**src/pc_cfg.svh**
```systemverilog
`ifndef PC_CFG_SVH
`define PC_CFG_SVH

// width of data words and instruction addresses
`define PC_XLEN 32

// first fetch address once reset releases
`define PC_RESET_VECTOR 32'h0000_0000

// sequential increment, one 32-bit instruction
`define PC_STEP 32'd4

`endif
```
**src/pcPkg.sv**
```systemverilog
`include "pc_cfg.svh"

package pcPkg;

  // address or register data word
  typedef logic [`PC_XLEN-1:0] addr_t;

  // only the control-flow opcodes matter here
  typedef enum logic [6:0] {
    JAL    = 7'b1101111,
    JALR   = 7'b1100111,
    BRANCH = 7'b1100011,
    // any non control-flow opcode, op-imm used as the stand-in
    OTHER  = 7'b0010011
  } opcode_e;

  // funct3 of the branch group, 3'd2 and 3'd3 reserved
  typedef enum logic [2:0] {
    BEQ  = 3'd0,
    BNE  = 3'd1,
    BLT  = 3'd4,
    BGE  = 3'd5,
    BLTU = 3'd6,
    BGEU = 3'd7
  } branchFunct_e;

  // i-format, used by jalr
  typedef struct packed {
    logic [11:0] imm11_0;
    logic [4:0]  rs1;
    logic [2:0]  funct3;
    logic [4:0]  rd;
    logic [6:0]  opcode;
  } iFormat_t;

  // b-format, immediate scattered around the register fields
  typedef struct packed {
    logic        imm12;
    logic [5:0]  imm10_5;
    logic [4:0]  rs2;
    logic [4:0]  rs1;
    logic [2:0]  funct3;
    logic [3:0]  imm4_1;
    logic        imm11;
    logic [6:0]  opcode;
  } bFormat_t;

  // j-format for jal
  typedef struct packed {
    logic        imm20;
    logic [9:0]  imm10_1;
    logic        imm11;
    logic [7:0]  imm19_12;
    logic [4:0]  rd;
    logic [6:0]  opcode;
  } jFormat_t;

  // one instruction word, several readings of the same bits
  typedef union packed {
    logic [31:0] raw;
    iFormat_t    iType;
    bFormat_t    bType;
    jFormat_t    jType;
  } instr_u;

endpackage

```
**src/jumpCtrlIf.sv**
```systemverilog
`timescale 1ns/1ps

interface jumpCtrlIf;
  import pcPkg::*;

  // unconditional jump, jal or jalr
  logic doForceJump;
  // branch group, taken only when the compare says so
  logic doCondJump;
  // target based on rs1 instead of the current address
  logic doRegJump;
  // sign-extended immediate of the decoded format
  addr_t immValue;
  // branch condition select, goes to the comparator
  branchFunct_e branchFunct;

  // decode side drives everything
  modport decode (
    output doForceJump,
    output doCondJump,
    output doRegJump,
    output immValue,
    output branchFunct
  );

  // counter side, no need for the condition select
  modport counter (
    input doForceJump,
    input doCondJump,
    input doRegJump,
    input immValue
  );

endinterface

```
**src/fetchControl.sv**
```systemverilog
`timescale 1ns/1ps
`include "pc_cfg.svh"

module fetchControl (
  input  logic               clk,
  input  logic               arstN,
  input  logic               enable,
  input  logic [`PC_XLEN-1:0] instruction,
  input  logic [`PC_XLEN-1:0] rs1Value,
  input  logic [`PC_XLEN-1:0] rs2Value,
  output logic [`PC_XLEN-1:0] instructionAddress,
  output logic [`PC_XLEN-1:0] linkAddress,
  output logic               linkValid
);

  // decoded controls from decode to counter
  jumpCtrlIf ctrlBus ();

  logic condJumpValue;

  // opcode class and immediate
  instrDecode decode (
    .instruction (instruction),
    .ctrl        (ctrlBus.decode)
  );

  // branch condition, valid only while doCondJump is up
  branchCompare compare (
    .branchFunct   (ctrlBus.branchFunct),
    .rs1Value      (rs1Value),
    .rs2Value      (rs2Value),
    .condJumpValue (condJumpValue)
  );

  // address register, rs1 doubles as the jalr base
  programCounter PC (
    .clk                (clk),
    .arstN              (arstN),
    .enable             (enable),
    .ctrl               (ctrlBus.counter),
    .condJumpValue      (condJumpValue),
    .regJumpValue       (rs1Value),
    .instructionAddress (instructionAddress),
    .linkAddress        (linkAddress),
    .linkValid          (linkValid)
  );

endmodule

```
**src/programCounter.sv**
```systemverilog
`timescale 1ns/1ps
`include "pc_cfg.svh"

module programCounter (
  input  logic              clk,
  input  logic              arstN,
  input  logic              enable,
  jumpCtrlIf.counter        ctrl,
  input  logic              condJumpValue,
  input  pcPkg::addr_t      regJumpValue,
  output pcPkg::addr_t      instructionAddress,
  output pcPkg::addr_t      linkAddress,
  output logic              linkValid
);
  import pcPkg::*;

  addr_t seqAddress;
  addr_t relTarget;
  addr_t regTarget;
  addr_t nextAddress;

  // fall-through address, also the return address for jal/jalr
  assign seqAddress = instructionAddress + `PC_STEP;

  // pc-relative target for jal and taken branches
  assign relTarget = instructionAddress + ctrl.immValue;

  // jalr target, lsb forced low per the isa
  assign regTarget = (regJumpValue + ctrl.immValue) & ~addr_t'(1);

  always_comb begin
    if (ctrl.doForceJump) begin
      if (ctrl.doRegJump) begin
        nextAddress = regTarget;
      end else begin
        nextAddress = relTarget;
      end
    end else if (ctrl.doCondJump && condJumpValue) begin
      nextAddress = relTarget;
    end else begin
      nextAddress = seqAddress;
    end
  end

  // rising edge, inputs are set up on the falling edge
  always_ff @(posedge clk or negedge arstN) begin
    if (!arstN) begin
      instructionAddress <= `PC_RESET_VECTOR;
      linkAddress        <= '0;
      linkValid          <= 1'b0;
    end else if (enable) begin
      instructionAddress <= nextAddress;
      if (ctrl.doForceJump) begin
        linkAddress <= seqAddress;
        linkValid   <= 1'b1;
      end else begin
        linkAddress <= '0;
        linkValid   <= 1'b0;
      end
    end else begin
      // no step, address holds, link dropped
      linkAddress <= '0;
      linkValid   <= 1'b0;
    end
  end

endmodule

```
**src/branchCompare.sv**
```systemverilog
`timescale 1ns/1ps

module branchCompare (
  input  pcPkg::branchFunct_e branchFunct,
  input  pcPkg::addr_t        rs1Value,
  input  pcPkg::addr_t        rs2Value,
  output logic                condJumpValue
);
  import pcPkg::*;

  logic isEqual;
  logic isLessSigned;
  logic isLessUnsigned;

  // shared compare results, each condition is one of these or its inverse
  assign isEqual        = (rs1Value == rs2Value);
  assign isLessSigned   = ($signed(rs1Value) < $signed(rs2Value));
  assign isLessUnsigned = (rs1Value < rs2Value);

  // opcode not looked at here, counter gates with doCondJump
  always_comb begin
    case (branchFunct)
      BEQ: begin
        condJumpValue = isEqual;
      end
      BNE: begin
        condJumpValue = ~isEqual;
      end
      BLT: begin
        condJumpValue = isLessSigned;
      end
      BGE: begin
        condJumpValue = ~isLessSigned;
      end
      BLTU: begin
        condJumpValue = isLessUnsigned;
      end
      BGEU: begin
        condJumpValue = ~isLessUnsigned;
      end
      default: begin
        // codes 2 and 3 are reserved, never taken
        condJumpValue = 1'b0;
      end
    endcase
  end

endmodule

```
**src/instrDecode.sv**
```systemverilog
`timescale 1ns/1ps
`include "pc_cfg.svh"

module instrDecode (
  input pcPkg::instr_u instruction,
  jumpCtrlIf.decode    ctrl
);
  import pcPkg::*;

  opcode_e opcode;
  addr_t   iImm;
  addr_t   bImm;
  addr_t   jImm;

  // opcode sits in the same bits for every format
  assign opcode = opcode_e'(instruction.raw[6:0]);

  // jalr offset, 12 bits signed
  assign iImm = {{(`PC_XLEN-12){instruction.iType.imm11_0[11]}},
                 instruction.iType.imm11_0};

  // branch offset, always even so bit 0 is implied
  assign bImm = {{(`PC_XLEN-13){instruction.bType.imm12}},
                 instruction.bType.imm12,
                 instruction.bType.imm11,
                 instruction.bType.imm10_5,
                 instruction.bType.imm4_1,
                 1'b0};

  // jal offset, +-1 MiB range
  assign jImm = {{(`PC_XLEN-21){instruction.jType.imm20}},
                 instruction.jType.imm20,
                 instruction.jType.imm19_12,
                 instruction.jType.imm11,
                 instruction.jType.imm10_1,
                 1'b0};

  // funct3 passed through untouched, reserved codes included
  assign ctrl.branchFunct = branchFunct_e'(instruction.bType.funct3);

  always_comb begin
    // nothing raised unless a control-flow opcode shows up
    ctrl.doForceJump = 1'b0;
    ctrl.doCondJump  = 1'b0;
    ctrl.doRegJump   = 1'b0;
    ctrl.immValue    = '0;
    case (opcode)
      JAL: begin
        ctrl.doForceJump = 1'b1;
        ctrl.immValue    = jImm;
      end
      JALR: begin
        // jump through rs1
        ctrl.doForceJump = 1'b1;
        ctrl.doRegJump   = 1'b1;
        ctrl.immValue    = iImm;
      end
      BRANCH: begin
        ctrl.doCondJump = 1'b1;
        ctrl.immValue   = bImm;
      end
      default: begin
        // plain step, defaults hold
        ctrl.immValue = '0;
      end
    endcase
  end

endmodule

```
**config.mk**
```make
export PLATFORM = sky130hd
export DESIGN_NAME = fetchControl
export DESIGN_NICKNAME = d
export VERILOG_FILES = /design/src/pcPkg.sv /design/src/jumpCtrlIf.sv /design/src/fetchControl.sv /design/src/programCounter.sv /design/src/branchCompare.sv /design/src/instrDecode.sv
export VERILOG_INCLUDE_DIRS = /design/src
export SDC_FILE = /design/constraint.sdc
export NUM_CORES = 1
export LEC_CHECK = 0
export BUFFER_PORTS_ARGS = -buffer_cell sky130_fd_sc_hd__buf_2
export CAP_MARGIN = 25
export CORE_ASPECT_RATIO = 2
export CORE_UTILIZATION = 25
export DETAILED_ROUTE_END_ITERATION = 6
export GPL_ROUTABILITY_DRIVEN = 0
export SETUP_SLACK_MARGIN = 0.4
export SYNTH_ARGS = -nofsm -noshare
export SYNTH_HDL_FRONTEND = slang
export SYNTH_SLANG_ARGS = --single-unit
```
**constraint.sdc**
```tcl
create_clock -name clk -period 3.6 [get_ports clk]
set_input_delay 0.72 -clock clk [delete_from_list [all_inputs] [get_ports clk]]
set_output_delay 0.72 -clock clk [all_outputs]
set_load 0.02 [all_outputs]
```
==> run metrics, run 1 <==
Setup TNS -2.25 ns; failing checks setup timing; worst clock skew roughly 0.0098 ns; Clock Tree Buf Depth 2; cells along the critical path buf_8 -> or3b_4 -> a211oi_4 -> buf_4 -> buf_6 -> xor2_4 -> ha_4 -> and2_4 -> o21ai_4 -> a31oi_4 -> o2111ai_4 -> a21oi_4 -> o2111ai_2 -> nand3_4 -> a21boi_4 -> xnor2_2 -> or4_4 -> nand4_1; Mapped Area between 0.008 and 0.009 mm^2; dominant cell type by area after synthesis dfrtp_1; Synthesis Warnings 0; HPWL after DPL roughly 33000 um; largest cells by area after synthesis dfrtp_1 20%, ha_1 9.4%, xnor2_1 6.6%; Final nets about 1700; worst skew pair latency between 0.3 and 0.4 ns; final worst-path cycle share 1.07; setup violators final 18; vias per cell ~5.6; Psw 0.00150 W; Final Core Density 0.423; distinct cell type count after synthesis between 90 and 100; clk sinks 65; Critical Path End Type flip-flop; worst hold path class in2async; initial antenna violation count 2; delay of the slowest critical-path stage around 0.42 ns; R2R setup slack roughly 0.30 ns; fmax 259 MHz; port bufs 163; Top Family by Delay on Critical Path simple AND/OR/NAND/NOR gates; DR iter-0 viols 667; fin crit period ~3.9 ns; Post-Syn Area per Cell about 7.5 um^2; status finished with violations; Reg clk slew, reported paths about 0.070 ns; first-pass GRT wire length between 60000 and 70000 um; io pins 164; DR DRC count 0; final WL 43100 um; ys flop type dfrtp_1; drt pass-1 iters 5; CTS Root Cell clkbuf_16; remaining global-route overflow 0; worst slew pin tran 0.908 ns; row cnt 93; Routed Antenna Nets 0; share of layout cells above drive strength 1 0.459; final worst slack -0.260 ns; crit path DAT between 4 and 5 ns; CP startpoint kind primary input; unrepaired setup endpoints after global routing true; CP bufs+invs 3; Crit Reg-Reg Startpoint PC.instructionAddress[21]; worst reg2reg endpoint PC.instructionAddress[31]; synthesis-stage register bit count 65; leak pwr just over 6 nW; vias in the first global route around 11000; Layout area overhead 66.1%; Die Area 0.0336 mm^2; Fillers between 3000 and 4000; post-synth top area share 0.198; Fin Hold WS between 0.5 and 0.6 ns; register share of total power 0.272; Req. time, crit path between 3 and 4 ns; Worst VDD drop 0.000203 V; Clock power frac 0.263; area post-placement between 0.01 and 0.015 mm^2; fraction of registers with async set/reset 1.00; TritonCTS clock tree yes; post-synthesis instance total between 1000 and 1500; net count after synthesis approximately 1300; Die Wd 130 um; pin count of the biggest net entering global routing 40; max-slew violations 0; Clock H-tree levels 3; logic gate share of total power 0.464; TritonCTS Buffers 9; Core Region 0.0322 mm^2; critical path class in2reg; worst relative slew slack 0.395; Non-Filler Cell Area, Final approximately 0.014 mm^2; Post-synth EDFFs 0; slowest stage cell, crit path or4_4; switch share 0.420; power per cell area approximately 260 mW/mm^2; Tot GR Track Use 0.250; Hold Vio Cnt, Final 0; Reg2Reg Depth 9; die span in y between 200 and 300 um; DR vias between 10000 and 15000; mean routed wirelength per cell 22.2 um; Initial Util 0.255; worst-path fanout max 4; Seq/Total Area, Yosys 0.198; Int Power about 0.0021 W; Max Cap Viol 0
-- how the worst max path moves through the flow --
stage                   start                        end  cells past startpoint
3_3_place_gp   instruction[4]  PC.instructionAddress[29]                     18
6_report       instruction[3]  PC.instructionAddress[24]                     18
3_5_place_dp   instruction[4]  PC.instructionAddress[29]                     18
2_1_floorplan  instruction[4]  PC.instructionAddress[24]                     19
5_1_grt        instruction[3]  PC.instructionAddress[24]                     18
4_1_cts        instruction[3]  PC.instructionAddress[28]                     16
-- worst register-to-register path: cells and delay by family (launching register included) --
family	cells	cell delay, ns
compound gates	2	0.56
buf+inv	1	0.24
flops	1	0.65
mux	1	0.32
simple gates	5	1.42
-- area by class of cell --
class | instances | area, um^2 | share of cell area
Inverter | 45 | 189 | 0.0138
Sequential cell | 65 | 1630 | 0.119
Timing Repair Buffer | 463 | 3450 | 0.253
Multi-Input combinational cell | 925 | 7530 | 0.551
Antenna cell | 2 | 5.00 | 0.000367
Clock buffer | 10 | 239 | 0.0175
Clock inverter | 6 | 73.8 | 0.00541
Tap cell | 427 | 534 | 0.0391
-- registers in the layout, indices dropped and copies added (netlist names) --
register,count
PC.instructionAddress,32
PC.linkAddress,32
PC.linkValid,1
-- Yosys cell counts, types with 17 or more instances --
cell,count
clkbuf_1,38
nand3_1,46
nand2_1,97
inv_1,44
ha_1,62
a21oi_1,75
and3_1,20
xor2_1,32
nor3_1,24
xnor2_1,62
a21o_1,37
dfrtp_1,65
nor2_1,114
o21ai_0,63
and2_1,17
-- logic make-up (layout without fill, tap and decap cells) --
kind of cell,Yosys count,after routing,share of synthesized area
buf+inv,102,524,0.0499
compound gates,326,326,0.269
fa+ha+maj,72,72,0.107
mux,17,17,0.0209
simple gates,415,415,0.253
xor+xnor,95,95,0.102
other cells,0,2,0
flops,65,65,0.198
-- power groups by stage --
stage               combinational, W  clock (W)  sequential [W]
CTS                          0.00154   0.000949        0.000949
global placement             0.00142          0        0.000956
floorplan                   0.000689          0        0.000971
global route                 0.00176   0.000981        0.000972
detailed placement           0.00143          0        0.000959
finish                       0.00165   0.000937        0.000969
-- metrics by stage --
step | power (W) | cells | setup WS [ns]
final | 0.00356 | 1943 | -0.260
after global placement | 0.00237 | 1884 | -0.837
after detailed placement | 0.00239 | 1884 | -0.926
after CTS | 0.00343 | 1919 | -0.232
after floorplan | 0.00166 | 1092 | -0.432
after global routing | 0.00371 | 1943 | -0.358
-- routing by layer --
| metal | part of all wire | up-vias | global-route usage |
|---|---|---|---|
| met5 | 0 | - | 0 |
| met4 | 0.11 | 0 | 0.232 |
| met3 | 0.056 | 253 | 0.0388 |
| met2 | 0.54 | 559 | 0.469 |
| met1 | 0.30 | 5178 | 0.221 |
| li1 | - | 4821 | - |
-- layout by cell type (no fill, tap or decap), types with 15 or more instances in the layout --
cell,Yosys,layout
and3_1,20,20
a21oi_1,75,58
buf_4,5,262
ha_1,62,35
inv_1,44,31
o21ai_1,6,24
nand3_1,46,42
buf_2,7,142
o211ai_1,15,15
xor2_1,32,26
nand2_1,97,90
ha_4,0,24
nor2_1,114,105
dfrtp_1,65,63
a21o_1,37,33
xnor2_1,62,58
nor3_1,24,21
buf_6,0,41
a21oi_2,3,16
o21ai_0,63,27
-- repair_timing --
action	CTS	global route
setup buffers	18	22
hold buffers	0	0
pin swaps	82	93
gates resized for setup	195	105
cloned	1	0
endpoints found under the setup margin	32	33
Power figures use the tool's default switching activity.
==> inputs of run 2 (changes only) <==
CORE_MARGIN = 2   (was unset)
CTS_BUF_LIST = sky130_fd_sc_hd__clkbuf_8   (was unset)
==> run 2 against run 1 <==
The run still ends with setup timing left. Total power is 8.2% lower. Clock power decreased by 36%. Register-to-register slack better by 0.04 ns. Worst hold slack worse by 0.23 ns. Critical path depth fell by 1. Final cell count rose by 1.0%. Non-clock buffer count rose by 20. First-iteration DRC count increased by 35%. Setup slack improved by 0.099 ns. Maximum frequency up 2.6%. Cell area up 1.5%. Highest routed layer unchanged.
==> run metrics, run 2 (synthesis results as in run 1) <==
Design Power 0.00327 W (-8.2%); fin crit period 3.76 ns (-0.0995 ns); final worst-path cycle share 1.04 (-0.0276); vias in the first global route 11100 (+0.83%); worst relative slew slack 0.576 (+0.181); port bufs 163 (unchanged); TritonCTS Buffers 9 (unchanged); CP bufs+invs 3 (unchanged); HPWL after DPL 33000 um (+1.3%); max-slew violations 0 (unchanged); final worst slack -0.160 ns (+0.0995 ns); fmax 266 MHz (+2.6%); worst skew pair latency 0.37 ns (+0.03 ns); Tot GR Track Use 0.236 (-0.0148); Worst VDD drop 0.000150 V (-26%); TritonCTS clock tree yes; setup violators final 8 (-10); initial antenna violation count 2 (unchanged); Die Wd 132 um (+1.5%); CP startpoint kind primary input; Core Region 0.0323 mm^2 (+0.36%); pin count of the biggest net entering global routing 45 (+13%); Final nets 1690 (+1.2%); mean routed wirelength per cell 21.7 um (-2.0%); Clock H-tree levels 3 (unchanged); share of layout cells above drive strength 1 0.467 (+0.00836); DR iter-0 viols 901 (+35%); Req. time, crit path 3.86 ns (about the same); critical path class in2reg; Fin Hold WS 0.279 ns (-0.231 ns); first-pass GRT wire length 61800 um (-0.10%); Routed Antenna Nets 0 (unchanged); worst clock skew 0.00756 ns (-0.00228 ns); Hold Vio Cnt, Final 0 (unchanged); worst-path fanout max 6 (+2); row cnt 93 (unchanged); power per cell area 236 mW/mm^2 (-9.5%); slowest stage cell, crit path or2_2; final WL 42600 um (-1.0%); most common cell after layout, fill and taps aside buf_4; Layout area overhead 68.6%; leak pwr 6.31 nW (+2.4%); Initial Util 0.254 (-0.000917); hold_buf cts 0 (unchanged); unrepaired setup endpoints after global routing true; Critical Path End Type flip-flop; clk sinks 65 (unchanged); Clock Tree Buf Depth 2 (unchanged); failing checks setup timing; die span in y 260 um (+0.77%); DP Worst Slack -0.770 ns (+0.155 ns); CTS Root Cell clkbuf_8; remaining global-route overflow 0 (unchanged); Top Family by Delay on Critical Path compound AO/OA/AOI/OAI gates; drt pass-1 iters 5 (unchanged); vias per cell 5.53 (-0.62%); Reg clk slew, reported paths 0.08 ns (about the same); io pins 164 (unchanged); Worst path depth 17 (-1); Final Core Density 0.428 (+0.00490); Max Cap Viol 0 (unchanged); DR DRC count 0 (unchanged); Reg2Reg Depth 13 (+4); worst slew pin tran 0.636 ns (-0.272 ns); cells along the critical path buf_6 -> nand2b_4 -> buf_6 -> or2_4 -> nor2_4 -> buf_6 -> a21o_1 -> ha_1 -> a21o_1 -> a21o_1 -> or2_2 -> o2111ai_4 -> nand3_4 -> o21ai_4 -> mux2i_1 -> nor3_1 -> a211o_1; top flop regs PC.instructionAddress: 32 flops, PC.linkAddress: 32 flops, PC.linkValid: 1 flops; Die Area 0.0344 mm^2 (+2.3%); DR vias 10900 (+0.41%); worst hold path class in2async; most frequent cells in the layout 264 x buf_4, 140 x buf_2, 104 x nor2_1, 87 x nand2_1, 65 x dfrtp_1; delay of the slowest critical-path stage 0.34 ns (-0.08 ns); crit path DAT 4.02 ns (-0.11 ns); status finished with violations
[run 2: changes by cell type in the layout (fill, tap and decap cells not counted), sizes merged]
| cell | delta |
|---|---|
| clkbuf | -1 |
| bufinv | -1 |
| buf | +20 |
| clkinv | +2 |
[run 2: routing by layer]
metal  track usage  vias up  part of all wire
met1         0.202     5191              0.30
li1              -     4881                 -
met4         0.211        0              0.11
met3        0.0344      237             0.052
met2         0.462      546              0.54
met5             0        -                 0
[run 2: stage by stage]
stage	instance area [um^2]	TNS (ns)	instances
after floorplan	8510	-4.22	1092
after global placement	11600	-16.07	1893
after detailed placement	11600	-17.61	1893
after CTS	13000	-0.658	1942
after global routing	13900	-2.18	1963
final	13900	-0.531	1963
[run 2: final cells by class]
type                       count  area, um^2
antenna                        2        5.00
timing repair buffer         483        3680
clock buffer                   9         124
tap                          427         534
clock inverter                 7        53.8
fill                        3251       18500
multi-input combinational    925        7640
inverter                      45         191
sequential                    65        1630
[run 2: repair_timing]
item | in CTS | in global routing
pin swaps | 110 | 91
gates resized for setup | 201 | 134
gates cloned | 1 | 0
setup buffers | 32 | 18
endpoints found under the setup margin | 32 | 32
[run 2: path summary, 6_finish.rpt]
kind	end	startpoint	slack, ns
setup / recovery	PC.instructionAddress[28]	instruction[4]	-0.16
hold / removal	PC.linkAddress[5]	arstN	0.28
setup reg to reg	PC.instructionAddress[28]	PC.instructionAddress[0]	0.34
hold reg to reg	PC.instructionAddress[21]	PC.instructionAddress[21]	0.65
max in group asynchronous	PC.instructionAddress[12]	arstN	2.51
min in group clk	PC.instructionAddress[21]	PC.instructionAddress[21]	0.65
[run 2: power by group]
| group | internal, W | total, W | switching, W |
|---|---|---|---|
| Clock | 0.000254 | 0.000601 | 0.000346 |
| Combinational | 0.000730 | 0.00172 | 0.000990 |
| Sequential | 0.000793 | 0.000948 | 0.000155 |
| Total | 0.00178 | 0.00327 | 0.00149 |
